### config.mk
export PLATFORM = sky130hd
export DESIGN_NAME = conv_1x1_top
export DESIGN_NICKNAME = d
export VERILOG_FILES = /design/src/rtl/conv_geom_pkg.sv /design/src/rtl/conv_data_pkg.sv /design/src/rtl/fifo_if.sv /design/src/rtl/cnn_fifo_delay.sv /design/src/rtl/conv_1x1_buffer_weights.sv /design/src/rtl/conv_1x1_engine.sv /design/src/rtl/conv_1x1_top.sv /design/src/rtl/conv_1x1_weight_bank.sv
export SDC_FILE = /design/constraint.sdc
export NUM_CORES = 2
export LEC_CHECK = 0
export BUFFER_PORTS_ARGS = -buffer_cell sky130_fd_sc_hd__buf_2
export CAP_MARGIN = 0
export CORE_UTILIZATION = 60
export CTS_BUF_LIST = sky130_fd_sc_hd__clkbuf_16
export DETAILED_ROUTE_END_ITERATION = 16
export PLACE_DENSITY_LB_ADDON = 0.2
export SYNTH_ARGS = -nofsm -noshare
export SYNTH_HDL_FRONTEND = slang
export SYNTH_HIERARCHICAL = 1
export SYNTH_SLANG_ARGS = --single-unit
### constraint.sdc
create_clock -name clk -period 15.91 [get_ports clk]
set_clock_uncertainty 0.05 [all_clocks]
set_input_delay 3.182 -clock clk [delete_from_list [all_inputs] [get_ports clk]]
set_output_delay 3.182 -clock clk [all_outputs]
set_load 0.02 [all_outputs]
### src/rtl/conv_geom_pkg.sv
`default_nettype none

package conv_geom_pkg;

	// Channel counts of the 1x1 stage
	localparam int IN_CH  = 2;
	localparam int OUT_CH = 2;

	// One weight per input and output channel pair
	localparam int WEIGHT_NUM = OUT_CH * IN_CH;

	// Pixel value and weight width
	localparam int DATA_WIDTH = 16;

	// Output width; sums wrap modulo 2**ACC_WIDTH
	localparam int ACC_WIDTH = 32;

endpackage

`default_nettype wire

### src/rtl/conv_data_pkg.sv
`default_nettype none

package conv_data_pkg;

	////////////////////////////////////////////////////////////////////////////
	// Scalar words
	////////////////////////////////////////////////////////////////////////////

	// Weight or channel value
	typedef logic signed [conv_geom_pkg::DATA_WIDTH-1:0] data_t;

	// One output channel value
	typedef logic signed [conv_geom_pkg::ACC_WIDTH-1:0] acc_t;

	////////////////////////////////////////////////////////////////////////////
	// Grouped payloads
	////////////////////////////////////////////////////////////////////////////

	// Element i is input channel i
	typedef data_t [conv_geom_pkg::IN_CH-1:0] pixel_t;

	// Element o*IN_CH+i is the weight from input i to output o
	typedef data_t [conv_geom_pkg::WEIGHT_NUM-1:0] weights_t;

	// Element o is output channel o
	typedef acc_t [conv_geom_pkg::OUT_CH-1:0] result_t;

endpackage

`default_nettype wire

### src/rtl/fifo_if.sv
`timescale 1ns/1ps
`default_nettype none

interface fifo_if #(
	parameter type item_t = logic [7:0]
);

	// Producer side
	logic  write;
	item_t wdata;

	// Consumer side, rdata shows the head item
	logic  read;
	item_t rdata;

	// Status from the FIFO
	logic  full;
	logic  empty;

	modport producer (output write, output wdata, input full);

	modport consumer (output read, input rdata, input empty);

	modport fifo (
		input  write,
		input  wdata,
		input  read,
		output rdata,
		output full,
		output empty
	);

endinterface

`default_nettype wire

### src/rtl/cnn_fifo_delay.sv
`timescale 1ns/1ps
`default_nettype none

module cnn_fifo_delay #(
	parameter type item_t = logic [7:0],
	parameter int  DEPTH  = 4
) (
	input  logic clk,
	input  logic reset,
	fifo_if.fifo q
);

	// Pointer width, at least one bit
	localparam int PTR_W = (DEPTH > 1) ? $clog2(DEPTH) : 1;

	// Storage
	item_t mem [DEPTH];

	logic [PTR_W-1:0] wr_ptr;
	logic [PTR_W-1:0] rd_ptr;
	// Occupancy, one bit wider than a pointer
	logic [PTR_W:0]   count;

	logic do_write;
	logic do_read;

	// Writes into a full FIFO are dropped
	assign do_write = q.write && !q.full;
	// Reads of an empty FIFO do nothing
	assign do_read  = q.read && !q.empty;

	// Status straight from the count
	assign q.full  = (count == (PTR_W+1)'(DEPTH));
	assign q.empty = (count == '0);

	// Show-ahead output
	assign q.rdata = mem[rd_ptr];

	////////////////////////////////////////////////////////////////////////////
	// Storage write
	////////////////////////////////////////////////////////////////////////////

	always_ff @(posedge clk) begin
		if (do_write) begin
			mem[wr_ptr] <= q.wdata;
		end
	end

	////////////////////////////////////////////////////////////////////////////
	// Pointers and count
	////////////////////////////////////////////////////////////////////////////

	always_ff @(posedge clk) begin
		if (reset) begin
			wr_ptr <= '0;
			rd_ptr <= '0;
			count  <= '0;
		end else begin
			// Explicit wrap, depth need not be a power of two
			if (do_write) begin
				if (wr_ptr == PTR_W'(DEPTH-1)) wr_ptr <= '0;
				else wr_ptr <= wr_ptr + 1'b1;
			end
			if (do_read) begin
				if (rd_ptr == PTR_W'(DEPTH-1)) rd_ptr <= '0;
				else rd_ptr <= rd_ptr + 1'b1;
			end
			// Push and pop together leave the count alone
			case ({do_write, do_read})
				2'b10:   count <= count + 1'b1;
				2'b01:   count <= count - 1'b1;
				default: count <= count;
			endcase
		end
	end

endmodule

`default_nettype wire

### src/rtl/conv_1x1_buffer_weights.sv
`timescale 1ns/1ps
`default_nettype none

module conv_1x1_buffer_weights (
	input  logic                 clk,
	input  logic                 reset,
	input  logic                 weight_valid,
	input  conv_data_pkg::data_t weight,
	input  logic                 load_weights,
	output conv_data_pkg::data_t weight_head,
	output logic                 weight_avail
);

	// Input register stage
	conv_data_pkg::data_t weight_q;
	logic                 weight_valid_q;

	// Link from the input register to the weight FIFO
	fifo_if #(.item_t(conv_data_pkg::data_t)) wq ();

	////////////////////////////////////////////////////////////////////////////
	// Input register
	////////////////////////////////////////////////////////////////////////////

	// Data word follows the input on every edge
	always_ff @(posedge clk) begin
		weight_q <= weight;
	end

	always_ff @(posedge clk) begin
		if (reset) begin
			weight_valid_q <= 1'b0;
		end else begin
			weight_valid_q <= weight_valid;
		end
	end

	////////////////////////////////////////////////////////////////////////////
	// Weight FIFO of one full set
	////////////////////////////////////////////////////////////////////////////

	assign wq.write = weight_valid_q;
	assign wq.wdata = weight_q;
	// One pop per bank strobe
	assign wq.read  = load_weights;

	cnn_fifo_delay #(
		.item_t(conv_data_pkg::data_t),
		.DEPTH (conv_geom_pkg::WEIGHT_NUM)
	) u_weight_fifo (
		.clk  (clk),
		.reset(reset),
		.q    (wq)
	);

	// Head word and its presence go to the bank
	assign weight_head  = wq.rdata;
	assign weight_avail = !wq.empty;

endmodule

`default_nettype wire

### src/rtl/conv_1x1_engine.sv
`timescale 1ns/1ps
`default_nettype none

module conv_1x1_engine (
	input  logic                    clk,
	input  logic                    reset,
	fifo_if.consumer                pix,
	input  conv_data_pkg::weights_t weight_set,
	input  logic                    weights_ready,
	output logic                    result_valid,
	output conv_data_pkg::result_t  result
);

	// Head pixel of the FIFO
	conv_data_pkg::pixel_t px;

	// Pop strobe, one pixel per cycle
	logic pop;

	// Stage one products, index o*IN_CH+i
	conv_data_pkg::acc_t prod_q [conv_geom_pkg::WEIGHT_NUM];
	logic                s1_valid;

	// Stage two sums before the register
	conv_data_pkg::result_t sum_d;

	assign px = pix.rdata;

	// Nothing moves until the full weight set is in
	assign pop      = weights_ready && !pix.empty;
	assign pix.read = pop;

	////////////////////////////////////////////////////////////////////////////
	// Stage one: products
	////////////////////////////////////////////////////////////////////////////

	// Both operands sign-extended to the accumulator width
	always_ff @(posedge clk) begin
		if (pop) begin
			for (int o = 0; o < conv_geom_pkg::OUT_CH; o++) begin
				for (int i = 0; i < conv_geom_pkg::IN_CH; i++) begin
					prod_q[o*conv_geom_pkg::IN_CH + i] <=
						conv_data_pkg::acc_t'(px[i]) *
						conv_data_pkg::acc_t'(weight_set[o*conv_geom_pkg::IN_CH + i]);
				end
			end
		end
	end

	always_ff @(posedge clk) begin
		if (reset) begin
			s1_valid <= 1'b0;
		end else begin
			s1_valid <= pop;
		end
	end

	////////////////////////////////////////////////////////////////////////////
	// Stage two: per-output sums
	////////////////////////////////////////////////////////////////////////////

	// Sum over inputs, wraps at ACC_WIDTH
	always_comb begin
		for (int o = 0; o < conv_geom_pkg::OUT_CH; o++) begin
			sum_d[o] = '0;
			for (int i = 0; i < conv_geom_pkg::IN_CH; i++) begin
				sum_d[o] = sum_d[o] + prod_q[o*conv_geom_pkg::IN_CH + i];
			end
		end
	end

	// Products hold between pops, so only the valid bit gates
	always_ff @(posedge clk) begin
		if (s1_valid) begin
			result <= sum_d;
		end
	end

	// Two cycles from pop to result
	always_ff @(posedge clk) begin
		if (reset) begin
			result_valid <= 1'b0;
		end else begin
			result_valid <= s1_valid;
		end
	end

endmodule

`default_nettype wire

### src/rtl/conv_1x1_top.sv
`timescale 1ns/1ps
`default_nettype none

module conv_1x1_top #(
	parameter int PIXEL_DEPTH = 8
) (
	input  logic                   clk,
	input  logic                   reset,
	input  logic                   weight_valid,
	input  conv_data_pkg::data_t   weight,
	input  logic                   pixel_valid,
	input  conv_data_pkg::pixel_t  pixel,
	output logic                   weights_ready,
	output logic                   pixel_full,
	output logic                   result_valid,
	output conv_data_pkg::result_t result
);

	// Buffer to bank
	conv_data_pkg::data_t    weight_head;
	logic                    weight_avail;
	logic                    load_weights;

	// Bank to engine
	conv_data_pkg::weights_t weight_set;

	// Pixel queue between the ports and the engine
	fifo_if #(.item_t(conv_data_pkg::pixel_t)) pix_q ();

	////////////////////////////////////////////////////////////////////////////
	// Weight path
	////////////////////////////////////////////////////////////////////////////

	conv_1x1_buffer_weights u_buffer (
		.clk         (clk),
		.reset       (reset),
		.weight_valid(weight_valid),
		.weight      (weight),
		.load_weights(load_weights),
		.weight_head (weight_head),
		.weight_avail(weight_avail)
	);

	conv_1x1_weight_bank u_bank (
		.clk          (clk),
		.reset        (reset),
		.weight_head  (weight_head),
		.weight_avail (weight_avail),
		.load_weights (load_weights),
		.weight_set   (weight_set),
		.weights_ready(weights_ready)
	);

	////////////////////////////////////////////////////////////////////////////
	// Pixel path
	////////////////////////////////////////////////////////////////////////////

	assign pix_q.write = pixel_valid;
	assign pix_q.wdata = pixel;
	// Only input back-pressure
	assign pixel_full  = pix_q.full;

	cnn_fifo_delay #(
		.item_t(conv_data_pkg::pixel_t),
		.DEPTH (PIXEL_DEPTH)
	) u_pixel_fifo (
		.clk  (clk),
		.reset(reset),
		.q    (pix_q)
	);

	conv_1x1_engine u_engine (
		.clk          (clk),
		.reset        (reset),
		.pix          (pix_q),
		.weight_set   (weight_set),
		.weights_ready(weights_ready),
		.result_valid (result_valid),
		.result       (result)
	);

endmodule

`default_nettype wire

### src/rtl/conv_1x1_weight_bank.sv
`timescale 1ns/1ps
`default_nettype none

module conv_1x1_weight_bank (
	input  logic                    clk,
	input  logic                    reset,
	input  conv_data_pkg::data_t    weight_head,
	input  logic                    weight_avail,
	output logic                    load_weights,
	output conv_data_pkg::weights_t weight_set,
	output logic                    weights_ready
);

	// Slot index width
	localparam int IDX_W = (conv_geom_pkg::WEIGHT_NUM > 1) ?
		$clog2(conv_geom_pkg::WEIGHT_NUM) : 1;

	// Slot that takes the next popped word
	logic [IDX_W-1:0] idx;
	logic             last_slot;

	// Drain whenever the buffer holds a word
	assign load_weights = weight_avail;

	assign last_slot = (idx == IDX_W'(conv_geom_pkg::WEIGHT_NUM - 1));

	////////////////////////////////////////////////////////////////////////////
	// Slot registers
	////////////////////////////////////////////////////////////////////////////

	// Arrival order: slot 0 first
	// A later set overwrites in the same order
	always_ff @(posedge clk) begin
		if (load_weights) begin
			weight_set[idx] <= weight_head;
		end
	end

	////////////////////////////////////////////////////////////////////////////
	// Index and ready flag
	////////////////////////////////////////////////////////////////////////////

	always_ff @(posedge clk) begin
		if (reset) begin
			idx <= '0;
		end else if (load_weights) begin
			// Wrap after the last slot
			if (last_slot) begin
				idx <= '0;
			end else begin
				idx <= idx + 1'b1;
			end
		end
	end

	// Set on the edge that stores the last slot
	// Held until reset, also across reloads
	always_ff @(posedge clk) begin
		if (reset) begin
			weights_ready <= 1'b0;
		end else if (load_weights && last_slot) begin
			weights_ready <= 1'b1;
		end
	end

endmodule

`default_nettype wire

==> qor.yml <==
gp_congestion: 0.918
antenna_found_initial: 9
path_cells: "buf_4 > mux4_2 > mux2_2 > buf_4 > and2_1 > fa_1 > inv_1 > fa_1 > inv_1 > fa_1 > fa_1 > fa_1 > inv_1 > fa_1 > inv_1 > ha_1 > and3_1 > nor4b_1 > or4b_1 > a21oi_1 > a211o_1 > a31oi_1 > xnor2_1"
layout_min_cycle_time_ps: 8700
wire_per_inst_um: 20.7
drc_errors: 0
worst-endpoint-arrival_ps: 8990
grt_pass1_wl_um: 241000
relSlewSlack_pct: 33.0
syn_nets: 7274
postCtsSetupBuffers: 0
min_period_over_period_pct: 54.7
outcome: "complete, no violations"
grt_max_degree: 78
grtUsageTotal_pct: 29.1
crit_fanout: 40
cts_max_level: 3
yosys_warnings: 6
drtAntennaViolNets: 0
cp_data_required_time_ps: 16200
startpoint_type: "register"
cts_buffer_depth: 3
die_width_um: 330
num-fill-cells: 8186
ios: 119
viasPerCell: 5.66
wl_um: 149000
dp_hpwl_um: 111000
critPathMaxStageDelay_ps: 740
cts.root.buffer_cell: "clkbuf_16"
die-area_um2: 109000
drive_gt1_share_pct: 6.98
avgSynthCellArea_um2: 11.2
setup-tns-final_ps: 0
hold_class: "register to register"
finalNetCount: 7291
cts.sinks: 620
tritoncts: "yes"
core_area_um2: 106000
initial_core_util_pct: 60.8
rsz0062_at_grt: "false"
std_cell_rows: 119
area_growth_pct: 6.27
drt_iter0_markers: 2928
hold_buffers: 0
synth_area_um2: 64400
clk_latency_ps: 620
cp_common_cell: "fa_1"
portBuffers: 118
dr.pass1.iters: 5
clk_pin_slew_ps: 60
grt.overflow.total: 0
path_class: "register to register"
grt_pass1_vias: 43800
tightest_slew_ps: 1010
finalHoldViolCount: 0
end_kind: "register"
dr_total_vias: 40900
ctsResizeCount: 0
timing.fmax_mhz: 115
fp.dieH_um: 330
netlist_instances: 5764
critPathSlowestCell: "buf_4"
maxCapViolCount: 0
setup_violations: 0
drv_slew: 0
numCtsBuffers: 67
[routing by layer]
layer | routed length (µm) | track usage [%] | vias up
li1 | - | - | 18200
met1 | 62000 | 40.6 | 20900
met2 | 72000 | 47.8 | 1526
met3 | 11100 | 4.27 | 236
met4 | 4360 | 8.60 | 6
met5 | 38 | 0 | -
[cell usage in the layout, fill, tap and decap left out, types with 34 or more instances in the layout]
cell type / count
a21o_1: 78
a21oi_1: 151
and2_1: 511
buf_2: 118
buf_4: 34
clkbuf_16: 68
dfxtp_1: 41
edfxtp_1: 576
fa_1: 1051
ha_1: 407
inv_1: 1238
mux4_2: 80
nand2_1: 545
nand2b_1: 34
nand3_1: 42
nor2_1: 139
nor3_1: 35
o21ai_0: 63
xnor2_1: 146
xor2_1: 40
[flip-flops by register name, indices dropped and copies added (netlist names), named ones only]
signal and cells:
u_pixel_fifo/mem 256, u_engine/prod_q 128, u_bank/weight_set 64, u_buffer/u_weight_fifo/mem 64, u_engine/result 64, u_buffer/weight_q 16, u_pixel_fifo/count 4, u_buffer/u_weight_fifo/count 3
u_pixel_fifo/rd_ptr 3, u_pixel_fifo/wr_ptr 3, u_bank/idx 2, u_buffer/u_weight_fifo/rd_ptr 2, u_buffer/u_weight_fifo/wr_ptr 2, u_bank/weights_ready 1, u_buffer/weight_valid_q 1, u_engine/result_valid 1
u_engine/s1_valid 1
[critical path, delay by kind of cell, from the launching register on]
| kind | cells | cell delay [ps] |
|---|---|---|
| buffers and inverters | 6 | 1220 |
| AO/OA/AOI/OAI | 3 | 700 |
| flip-flops | 1 | 660 |
| AND/OR/NAND/NOR | 4 | 1370 |
| XOR/XNOR | 1 | 160 |
| adder cells (fa/ha/maj) | 7 | 3320 |
| multiplexers | 2 | 870 |
[worst paths after layout]
path	from	end	slack, ps	depth (start not counted)
hold reg to reg	u_buffer/weight_q[13]	u_buffer/u_weight_fifo/mem[3][13]	430	0
setup reg to reg	register	u_engine/prod_q[3][28]	7210	23
setup / recovery	register	u_engine/prod_q[3][28]	7210	23
hold / removal	u_buffer/weight_q[13]	u_buffer/u_weight_fifo/mem[3][13]	430	0
[stage by stage]
stage / instances / hold WS (ps) / area (µm²) / setup WS (ps) / utilization [%]
after CTS: 7226 / 429 / 68400 / 7190 / 64.6
after floorplan: 5764 / 388 / 64400 / 7020 / -
after global routing: 7226 / 438 / 68400 / 6710 / 64.6
final: 7229 / 433 / 68400 / 7210 / 64.6
after global placement: 7103 / 405 / 66200 / 7360 / 62.5
after detailed placement: 7103 / 416 / 66200 / 7250 / 62.5
[final cells by class]
| cell class | instances | area (µm²) | area share [%] |
|---|---|---|---|
| tap | 1391 | 1740 | 2.54 |
| clock buffer | 68 | 1700 | 2.49 |
| clock inverter | 55 | 522 | 0.763 |
| multi-input combinational | 3713 | 40800 | 59.6 |
| timing repair buffer | 152 | 846 | 1.24 |
| sequential | 620 | 18200 | 26.6 |
| antenna | 3 | 7.51 | 0.0110 |
| inverter | 1227 | 4610 | 6.73 |
Power is left out: the tool's default activity adds up to more than one toggle a clock period on the data nets, which glitch-free logic cannot reach.
